==> src/hw/fetch_pkg.sv <==
package fetch_pkg;

  // log2 of the prefetch buffer size.
  localparam int PF_DEPTH = 3;
  localparam int PF_ENTRIES = 2 ** PF_DEPTH;

  // byte address as seen by the core and the memory.
  typedef logic [31:0] addr_t;

  // memory word, also the width of a returned parcel.
  typedef logic [31:0] word_t;

  // word address, the byte address without its two low bits.
  typedef logic [29:0] tag_t;

  typedef logic [PF_DEPTH-1:0] idx_t;

  // fill credit in halfwords.
  typedef logic [2*PF_DEPTH-1:0] credit_t;

  // halfwords consumed per delivered parcel, 1 or 2.
  typedef logic [1:0] step_t;

  typedef enum logic {
    RUN,
    FENCE
  } ctrl_state_t;

endpackage

==> src/hw/pf_wr_if.sv <==
`timescale 1ns/1ns

interface pf_wr_if;

  logic              wren;
  fetch_pkg::idx_t   widx;
  logic              wvalid;
  fetch_pkg::tag_t   wtag;
  fetch_pkg::word_t  wword;

  modport master (output wren, output widx, output wvalid, output wtag, output wword);

  modport target (input wren, input widx, input wvalid, input wtag, input wword);

  // same-cycle view of the write for the bypass path.
  modport monitor (input wren, input widx, input wvalid, input wtag, input wword);

endinterface

==> src/hw/pf_rd_if.sv <==
`timescale 1ns/1ns

interface pf_rd_if;

  fetch_pkg::idx_t   ridx;
  logic              valid1;
  fetch_pkg::tag_t   tag1;
  fetch_pkg::word_t  word1;
  // entry after ridx, wrapping at the end of the buffer.
  logic              valid2;
  fetch_pkg::tag_t   tag2;
  fetch_pkg::word_t  word2;

  modport reader (
    output ridx,
    input valid1, input tag1, input word1, input valid2, input tag2, input word2
  );

  modport store (
    input ridx,
    output valid1, output tag1, output word1, output valid2, output tag2, output word2
  );

endinterface

==> src/hw/prefetch_buffer.sv <==
`timescale 1ns/1ns

module prefetch_buffer (
  input logic     clk,
  input logic     rst,
  pf_wr_if.target wr,
  pf_rd_if.store  rd
);

  logic [fetch_pkg::PF_ENTRIES-1:0] entry_valid;
  fetch_pkg::tag_t                  entry_tag [fetch_pkg::PF_ENTRIES];
  fetch_pkg::word_t                 entry_word [fetch_pkg::PF_ENTRIES];
  fetch_pkg::idx_t                  ridx_next;

  // valid bits only, tags and words follow them.
  always_ff @(posedge clk) begin
    if (!rst) begin
      entry_valid <= '0;
    end else if (wr.wren) begin
      entry_valid[wr.widx] <= wr.wvalid;
    end
  end

  always_ff @(posedge clk) begin
    if (wr.wren) begin
      entry_tag[wr.widx] <= wr.wtag;
      entry_word[wr.widx] <= wr.wword;
    end
  end

  // wraps to entry 0 past the last index.
  assign ridx_next = rd.ridx + fetch_pkg::idx_t'(1);

  assign rd.valid1 = entry_valid[rd.ridx];
  assign rd.tag1 = entry_tag[rd.ridx];
  assign rd.word1 = entry_word[rd.ridx];

  assign rd.valid2 = entry_valid[ridx_next];
  assign rd.tag2 = entry_tag[ridx_next];
  assign rd.word2 = entry_word[ridx_next];

  write_in_range: assert property (@(posedge clk) disable iff (!rst)
    wr.wren |-> (int'(wr.widx) < fetch_pkg::PF_ENTRIES));

endmodule

==> src/hw/fetch_aligner.sv <==
`timescale 1ns/1ns

module fetch_aligner (
  input  fetch_pkg::addr_t paddr,
  pf_rd_if.reader          rd,
  pf_wr_if.monitor         byp,
  output logic             hit1,
  output logic             hit2,
  output logic             parcel_ok,
  output fetch_pkg::step_t step,
  output fetch_pkg::word_t parcel
);

  fetch_pkg::tag_t  tag_a;
  fetch_pkg::tag_t  tag_b;
  logic             byp1;
  logic             byp2;
  logic             stored1;
  logic             stored2;
  fetch_pkg::word_t word_a;
  fetch_pkg::word_t word_b;
  logic [15:0]      upper;

  // word holding paddr and the one after it.
  assign tag_a = paddr[31:2];
  assign tag_b = tag_a + fetch_pkg::tag_t'(1);

  assign rd.ridx = paddr[fetch_pkg::PF_DEPTH+1:2];

  // a valid write in flight for the same word.
  assign byp1 = byp.wren && byp.wvalid && (byp.wtag == tag_a);
  assign byp2 = byp.wren && byp.wvalid && (byp.wtag == tag_b);

  assign stored1 = rd.valid1 && (rd.tag1 == tag_a);
  assign stored2 = rd.valid2 && (rd.tag2 == tag_b);

  assign hit1 = byp1 || stored1;
  assign hit2 = byp2 || stored2;

  // write data wins over the stored copy.
  assign word_a = byp1 ? byp.wword : rd.word1;
  assign word_b = byp2 ? byp.wword : rd.word2;

  assign upper = word_a[31:16];

  always_comb begin
    if (!paddr[1]) begin
      parcel = word_a;
      parcel_ok = hit1;
    end else if (upper[1:0] != 2'b11) begin
      // compressed, low half only.
      parcel = {16'h0000, upper};
      parcel_ok = hit1;
    end else begin
      // 32-bit parcel straddling two words.
      parcel = {word_b[15:0], upper};
      parcel_ok = hit1 && hit2;
    end
  end

  assign step = (parcel[1:0] == 2'b11) ? fetch_pkg::step_t'(2) : fetch_pkg::step_t'(1);

endmodule

==> src/hw/prefetch_ctrl.sv <==
`timescale 1ns/1ns

module prefetch_ctrl (
  input  logic             clk,
  input  logic             rst,
  input  logic             fetch_valid,
  input  logic             fetch_fence,
  input  fetch_pkg::addr_t fetch_addr,
  output logic             fetch_ready,
  output fetch_pkg::word_t fetch_rdata,
  output logic             mem_valid,
  output fetch_pkg::addr_t mem_addr,
  input  logic             mem_ready,
  input  fetch_pkg::word_t mem_rdata,
  pf_wr_if.master          wr,
  output fetch_pkg::addr_t paddr,
  input  logic             hit1,
  input  logic             hit2,
  input  logic             parcel_ok,
  input  fetch_pkg::step_t step,
  input  fetch_pkg::word_t parcel
);

  fetch_pkg::ctrl_state_t state;
  fetch_pkg::addr_t       paddr_q;
  logic                   pend_q;
  fetch_pkg::idx_t        sweep_q;
  fetch_pkg::credit_t     credit;
  fetch_pkg::credit_t     credit_sum;
  fetch_pkg::credit_t     credit_next;
  fetch_pkg::tag_t        miss_tag;
  logic                   fence_req;
  logic                   fetch_req;
  logic                   pend;
  logic                   in_run;
  logic                   resp_wr;
  logic                   redirect;
  logic                   sweep_last;

  assign fence_req = fetch_valid && fetch_fence;
  assign fetch_req = fetch_valid && !fetch_fence;
  assign in_run = (state == fetch_pkg::RUN) && !fence_req;

  // a new request is looked up in the same cycle.
  assign pend = fetch_req || pend_q;
  assign paddr = fetch_req ? fetch_addr : paddr_q;

  assign resp_wr = in_run && mem_ready;
  assign fetch_ready = in_run && pend && parcel_ok;
  assign fetch_rdata = parcel;

  // back-pressure once the buffer runs far enough ahead.
  assign mem_valid = credit < fetch_pkg::credit_t'(fetch_pkg::PF_ENTRIES - 1);

  // only at a response or with no request out, so mem_addr stays put mid-request.
  assign redirect = in_run && pend && !parcel_ok && (mem_ready || !mem_valid);

  // first word of the parcel that is missing.
  assign miss_tag = (hit1 && !hit2) ? paddr[31:2] + fetch_pkg::tag_t'(1) : paddr[31:2];

  assign sweep_last = (sweep_q == fetch_pkg::idx_t'(fetch_pkg::PF_ENTRIES - 1));

  always_comb begin
    wr.wren = resp_wr;
    wr.widx = mem_addr[fetch_pkg::PF_DEPTH+1:2];
    wr.wvalid = resp_wr;
    wr.wtag = mem_addr[31:2];
    wr.wword = mem_rdata;
    if (fence_req) begin
      wr.wren = 1'b1;
      wr.widx = '0;
    end else if ((state == fetch_pkg::FENCE) && !sweep_last) begin
      wr.wren = 1'b1;
      wr.widx = sweep_q + fetch_pkg::idx_t'(1);
    end
  end

  always_comb begin
    credit_sum = resp_wr ? credit + fetch_pkg::credit_t'(2) : credit;
    credit_next = credit_sum;
    // never below zero.
    if (fetch_ready && (fetch_pkg::credit_t'(step) <= credit_sum)) begin
      credit_next = credit_sum - fetch_pkg::credit_t'(step);
    end
  end

  always_ff @(posedge clk) begin
    if (fetch_req) begin
      paddr_q <= fetch_addr;
    end
  end

  always_ff @(posedge clk) begin
    if (!rst) begin
      state <= fetch_pkg::RUN;
      mem_addr <= '0;
      credit <= '0;
      pend_q <= 1'b0;
      sweep_q <= '0;
    end else begin
      pend_q <= pend && !fetch_ready && !fence_req;
      if (fence_req) begin
        // sweep starts at index 0 in the request cycle.
        state <= fetch_pkg::FENCE;
        sweep_q <= '0;
        credit <= '0;
      end else if (state == fetch_pkg::FENCE) begin
        if (!sweep_last) begin
          sweep_q <= sweep_q + fetch_pkg::idx_t'(1);
        end else if (mem_ready) begin
          // response dropped, the same address is asked again.
          state <= fetch_pkg::RUN;
        end
      end else if (redirect) begin
        mem_addr <= {miss_tag, 2'b00};
        credit <= '0;
      end else begin
        credit <= credit_next;
        if (resp_wr) begin
          mem_addr <= mem_addr + fetch_pkg::addr_t'(4);
        end
      end
    end
  end

  mem_addr_stable: assert property (@(posedge clk) disable iff (!rst)
    mem_valid && !mem_ready |=> $stable(mem_addr));

  no_ready_in_fence: assert property (@(posedge clk) disable iff (!rst)
    (state == fetch_pkg::FENCE) |-> !fetch_ready);

endmodule

==> src/hw/fetch_unit.sv <==
`timescale 1ns/1ns

module fetch_unit (
  input  logic             clk,
  input  logic             rst,
  // core side.
  input  logic             fetch_valid,
  input  logic             fetch_fence,
  input  fetch_pkg::addr_t fetch_addr,
  output logic             fetch_ready,
  output fetch_pkg::word_t fetch_rdata,
  // instruction memory side.
  output logic             mem_valid,
  output fetch_pkg::addr_t mem_addr,
  input  logic             mem_ready,
  input  fetch_pkg::word_t mem_rdata
);

  fetch_pkg::addr_t paddr;
  logic             hit1;
  logic             hit2;
  logic             parcel_ok;
  fetch_pkg::step_t step;
  fetch_pkg::word_t parcel;

  pf_wr_if wr_bus ();
  pf_rd_if rd_bus ();

  prefetch_ctrl ctrl0 (
    .clk         (clk),
    .rst         (rst),
    .fetch_valid (fetch_valid),
    .fetch_fence (fetch_fence),
    .fetch_addr  (fetch_addr),
    .fetch_ready (fetch_ready),
    .fetch_rdata (fetch_rdata),
    .mem_valid   (mem_valid),
    .mem_addr    (mem_addr),
    .mem_ready   (mem_ready),
    .mem_rdata   (mem_rdata),
    .wr          (wr_bus.master),
    .paddr       (paddr),
    .hit1        (hit1),
    .hit2        (hit2),
    .parcel_ok   (parcel_ok),
    .step        (step),
    .parcel      (parcel)
  );

  prefetch_buffer buf0 (
    .clk (clk),
    .rst (rst),
    .wr  (wr_bus.target),
    .rd  (rd_bus.store)
  );

  // sees the write port for same-cycle bypass.
  fetch_aligner align0 (
    .paddr     (paddr),
    .rd        (rd_bus.reader),
    .byp       (wr_bus.monitor),
    .hit1      (hit1),
    .hit2      (hit2),
    .parcel_ok (parcel_ok),
    .step      (step),
    .parcel    (parcel)
  );

endmodule

==> config.mk <==
export PLATFORM = sky130hd
export DESIGN_NAME = fetch_unit
export DESIGN_NICKNAME = d
export VERILOG_FILES = /design/src/hw/fetch_pkg.sv /design/src/hw/pf_wr_if.sv /design/src/hw/pf_rd_if.sv /design/src/hw/prefetch_buffer.sv /design/src/hw/fetch_aligner.sv /design/src/hw/prefetch_ctrl.sv /design/src/hw/fetch_unit.sv
export SDC_FILE = /design/constraint.sdc
export NUM_CORES = 1
export LEC_CHECK = 0
export BUFFER_PORTS_ARGS = -buffer_cell sky130_fd_sc_hd__buf_2
export CORE_MARGIN = 5
export CORE_UTILIZATION = 67
export DETAILED_ROUTE_END_ITERATION = 8
export GPL_TIMING_DRIVEN = 1
export PLACE_DENSITY = 0.86
export SETUP_SLACK_MARGIN = 0.4
export SLEW_MARGIN = 20
export SYNTH_ARGS = -nofsm -noshare
export SYNTH_HDL_FRONTEND = slang
export SYNTH_SLANG_ARGS = --single-unit
==> constraint.sdc <==
create_clock -name clk -period 10.1 [get_ports clk]
set_input_delay 0 -clock clk [delete_from_list [all_inputs] [get_ports clk]]
set_output_delay 0 -clock clk [all_outputs]
set_load 0.005 [all_outputs]
==> summary.txt <==
Synth
  – Mapped cell area: 0.0302 mm^2
  – Xor-xnor portion of the synthesized cell area: 5.73%
  – Simple-gate share of the synthesized area: 15.2%
  – Share of the synthesized area in the top cell type: 49.2%
  – Top post-synthesis cells by area: edfxtp_1 49%, dfxtp_1 5.3%, nand2_1 5.2%, mux4_2 5.1%, xnor2_1 4.4%
  – Yosys cell types: 93
  – Leading register cell type out of synthesis: edfxtp_1
  – Post-Syn Instances: 2,648
  – Synth warnings: 0
  – Commonest cells post-synth: 496 x edfxtp_1, 420 x nand2_1, 233 x nand3_1, 174 x a211oi_1, 153 x xnor2_1
  – Synth Area in Adders: 0.356%
  – Synth Register Bits: 576
  – Area leader, netlist: edfxtp_1
  – Largest family of logic cells by synthesized area: simple AND/OR/NAND/NOR gates
  – EDFF count, synth: 496
  – Complex-gate fraction of the synthesized area: 9.60%
  – Most frequent cell after synthesis: edfxtp_1
  – Seq/Total Area, Yosys: 54.5%
  – Mapped Avg Cell Area: 11.4 um^2
  – Fraction of synthesized area in multiplexers: 9.99%
  – Synth async-reset ratio: 0%

Cells and area
  – Util after Layout: 75.7%
  – Layout cells sized above 1: 13.9%
  – Final #Nets: 2,832
  – Seq. cell area: 0.0165 mm^2
  – P&R area growth vs syn: 11.2%
  – Filler cell count: 2,666
  – Area of the multi-input gates: 0.0125 mm^2

Clock tree
  – CTS H-tree lvls: 2
  – Clk Latency, worst-skew pair: 0.62 ns
  – CTS Buf Count: 58
  – CTS max path bufs: 3
  – CTS tree: built
  – CTS Hold Buffers Added: 60
  – CTS Sinks: 576
  – Post_cts resized: 0
  – Clk slew on worst S/H paths: 0.06 ns
  – Clock root buffer master: clkbuf_16
  – Setup Fix Bufs, Post-CTS: 0

Critical path
  – Worst path arrival time: 7.98 ns
  – Family with the most delay on the worst path: simple AND/OR/NAND/NOR gates
  – Crit path launch type: primary input
  – Crit path buf inv count: 4
  – Crit path max fanout: 73
  – Crit path max-delay cell type: a21oi_4
  – Worst setup EP type: register
  – CP cell instances: buf_2, nand2b_4, a21oi_4, inv_4, ha_4, nor2b_1, o21ai_2, buf_4, nand2_4, a2111oi_0, nor4_1, xnor2_1, nor4_1, nand3_1, o31ai_2, o21ai_1, nand2_2, buf_4, mux2_2, nor2_1
  – Worst stage delay on the critical path: 0.79 ns
  – Crit Path Class: in2reg
  – Critical Path RT: 10.66 ns

Route
  – Detailed-route DRC error count: 0
  – Routed len/inst: 28.3 um
  – Final ANT Viol Nets: 0
  – Final wirelength: 96.0 mm
  – 1st-pass router iterations: 6
  – Initial DRC count: 3,885
  – Detailed-route via count: 24.2k
  – DR vias/cell: 7.12

GRT
  – First-pass GRT wire length: 144 mm
  – Initial antenna violation count: 1
  – Total gr overflow: 0
  – Gr usage total: 37.6%
  – Vias in the first global route: 24.1k
  – Largest net degree at the start of global routing: 87

STA
  – Aggregate negative setup slack: 0 ns
  – Final period util: 73.4%
  – Final setup violation count: 0
  – Clock skew: 0.0357 ns
  – Worst rel slew slack: 21.0%
  – Max-slew violation total from the final report: 0
  – RSZ-0062 raised after global routing: no
  – Max Clk Rate: 135 MHz
  – Worst Max-Slew Pin Slew: 1.19 ns
  – Min Clock Period, post-route: 7.42 ns
  – Fin. Hold Viols: 0

Die
  – DIE HEIGHT: 222 um
  – Die Width: 222 um
  – Initial Util: 68.1%
  – I/O pin total: 135
  – Core box area: 0.0444 mm^2
  – Die area: 0.0495 mm^2
  – Num rows: 77

Run
  – Max cap viols: 0

Hold path
  – Hold WC Path Type: in2reg

Placed design
  – Port Buffers: 131
  – Dpl hpwl: 57.6 mm
  – Routability cong.: 1.00

Power and ir drop
  – Pwr dens: 189 mW/mm^2
  – Leakage power: 0.0122 uW
  – Worst VDD drop: 0.241 mV

Status
  – Status: finished clean
[worst paths after layout]
check                        start           endpoint  slack, ns  cells past startpoint
hold reg to reg   ctrl0.sweep_q[1]   ctrl0.sweep_q[1]       0.47                      2
hold / removal      fetch_addr[16]  ctrl0.paddr_q[16]       0.05                      3
setup / recovery       fetch_valid  ctrl0.mem_addr[9]       2.68                     20
setup reg to reg  ctrl0.paddr_q[3]  ctrl0.mem_addr[9]       2.76                     18
[sequential cells by signal (all words and copies together) (netlist names)]
| register | flops |
|---|---|
| buf0.entry_word | 256 |
| buf0.entry_tag | 240 |
| ctrl0.paddr_q | 31 |
| ctrl0.mem_addr | 30 |
| buf0.entry_valid | 8 |
| ctrl0.credit | 6 |
| ctrl0.sweep_q | 3 |
| ctrl0.pend_q | 1 |
| ctrl0.state | 1 |
[cells in the final DEF (no fill, tap or decap), types with 40 or more instances in the layout]
cell,count
edfxtp_1,496
mux2i_1,128
dfxtp_1,79
a211oi_1,174
nand3_1,233
xnor2_1,153
mux4_2,68
inv_1,124
nand2_1,419
buf_2,131
clkbuf_16,61
nor2_1,90
dlygate4sd3_1,60
o21ai_0,69
nor4_1,40
and3_1,40
[per-layer routing]
layer	share of wire [%]	track usage (%)	routed length (um)
met5	0	0	0
met3	13	7.96	12500
met2	47	60.6	44800
met1	33	47.8	31800
met4	7.2	21.4	6950
[stage by stage]
step / cells / cell area [um^2] / power, uW / hold slack, ns / setup WS [ns]
floorplan: 2649 / 30200 / 3750 / 0.0989 / 4.26
global placement: 3226 / 31200 / 4150 / 0.272 / 2.56
detailed placement: 3226 / 31200 / 4200 / 0.284 / 2.29
CTS: 3394 / 33600 / 6290 / 0.0114 / 2.84
global route: 3395 / 33600 / 6530 / 0.0676 / 2.42
finish: 3396 / 33600 / 6360 / 0.0493 / 2.68
[tightest hold or removal path, cell delays in order]
cell and delay, ns:
buf_2 0.12, mux2i_1 0.25, inv_1 0.24
[final cells by class]
type	instances	share of cell area, %
Antenna cell	1	0.00744
Clock buffer	85	4.96
Clock inverter	23	0.502
Inverter	130	1.47
Multi-Input combinational cell	1758	37.1
Sequential cell	576	49.1
Tap cell	592	2.20
Timing Repair Buffer	231	4.68
[cells by family after synthesis]
kind of cell | after synthesis
other cells | 1
flops | 576
xor+xnor | 190
buf+inv | 315
compound gates | 392
mux | 213
fa+ha+maj | 8
simple gates | 953
[power by group]
group	leakage [uW]	internal, uW	switching (uW)
Clock	0.000903	1190	919
Combinational	0.00618	528	954
Sequential	0.00513	2690	78.0
(Power assumes the default switching activity.)
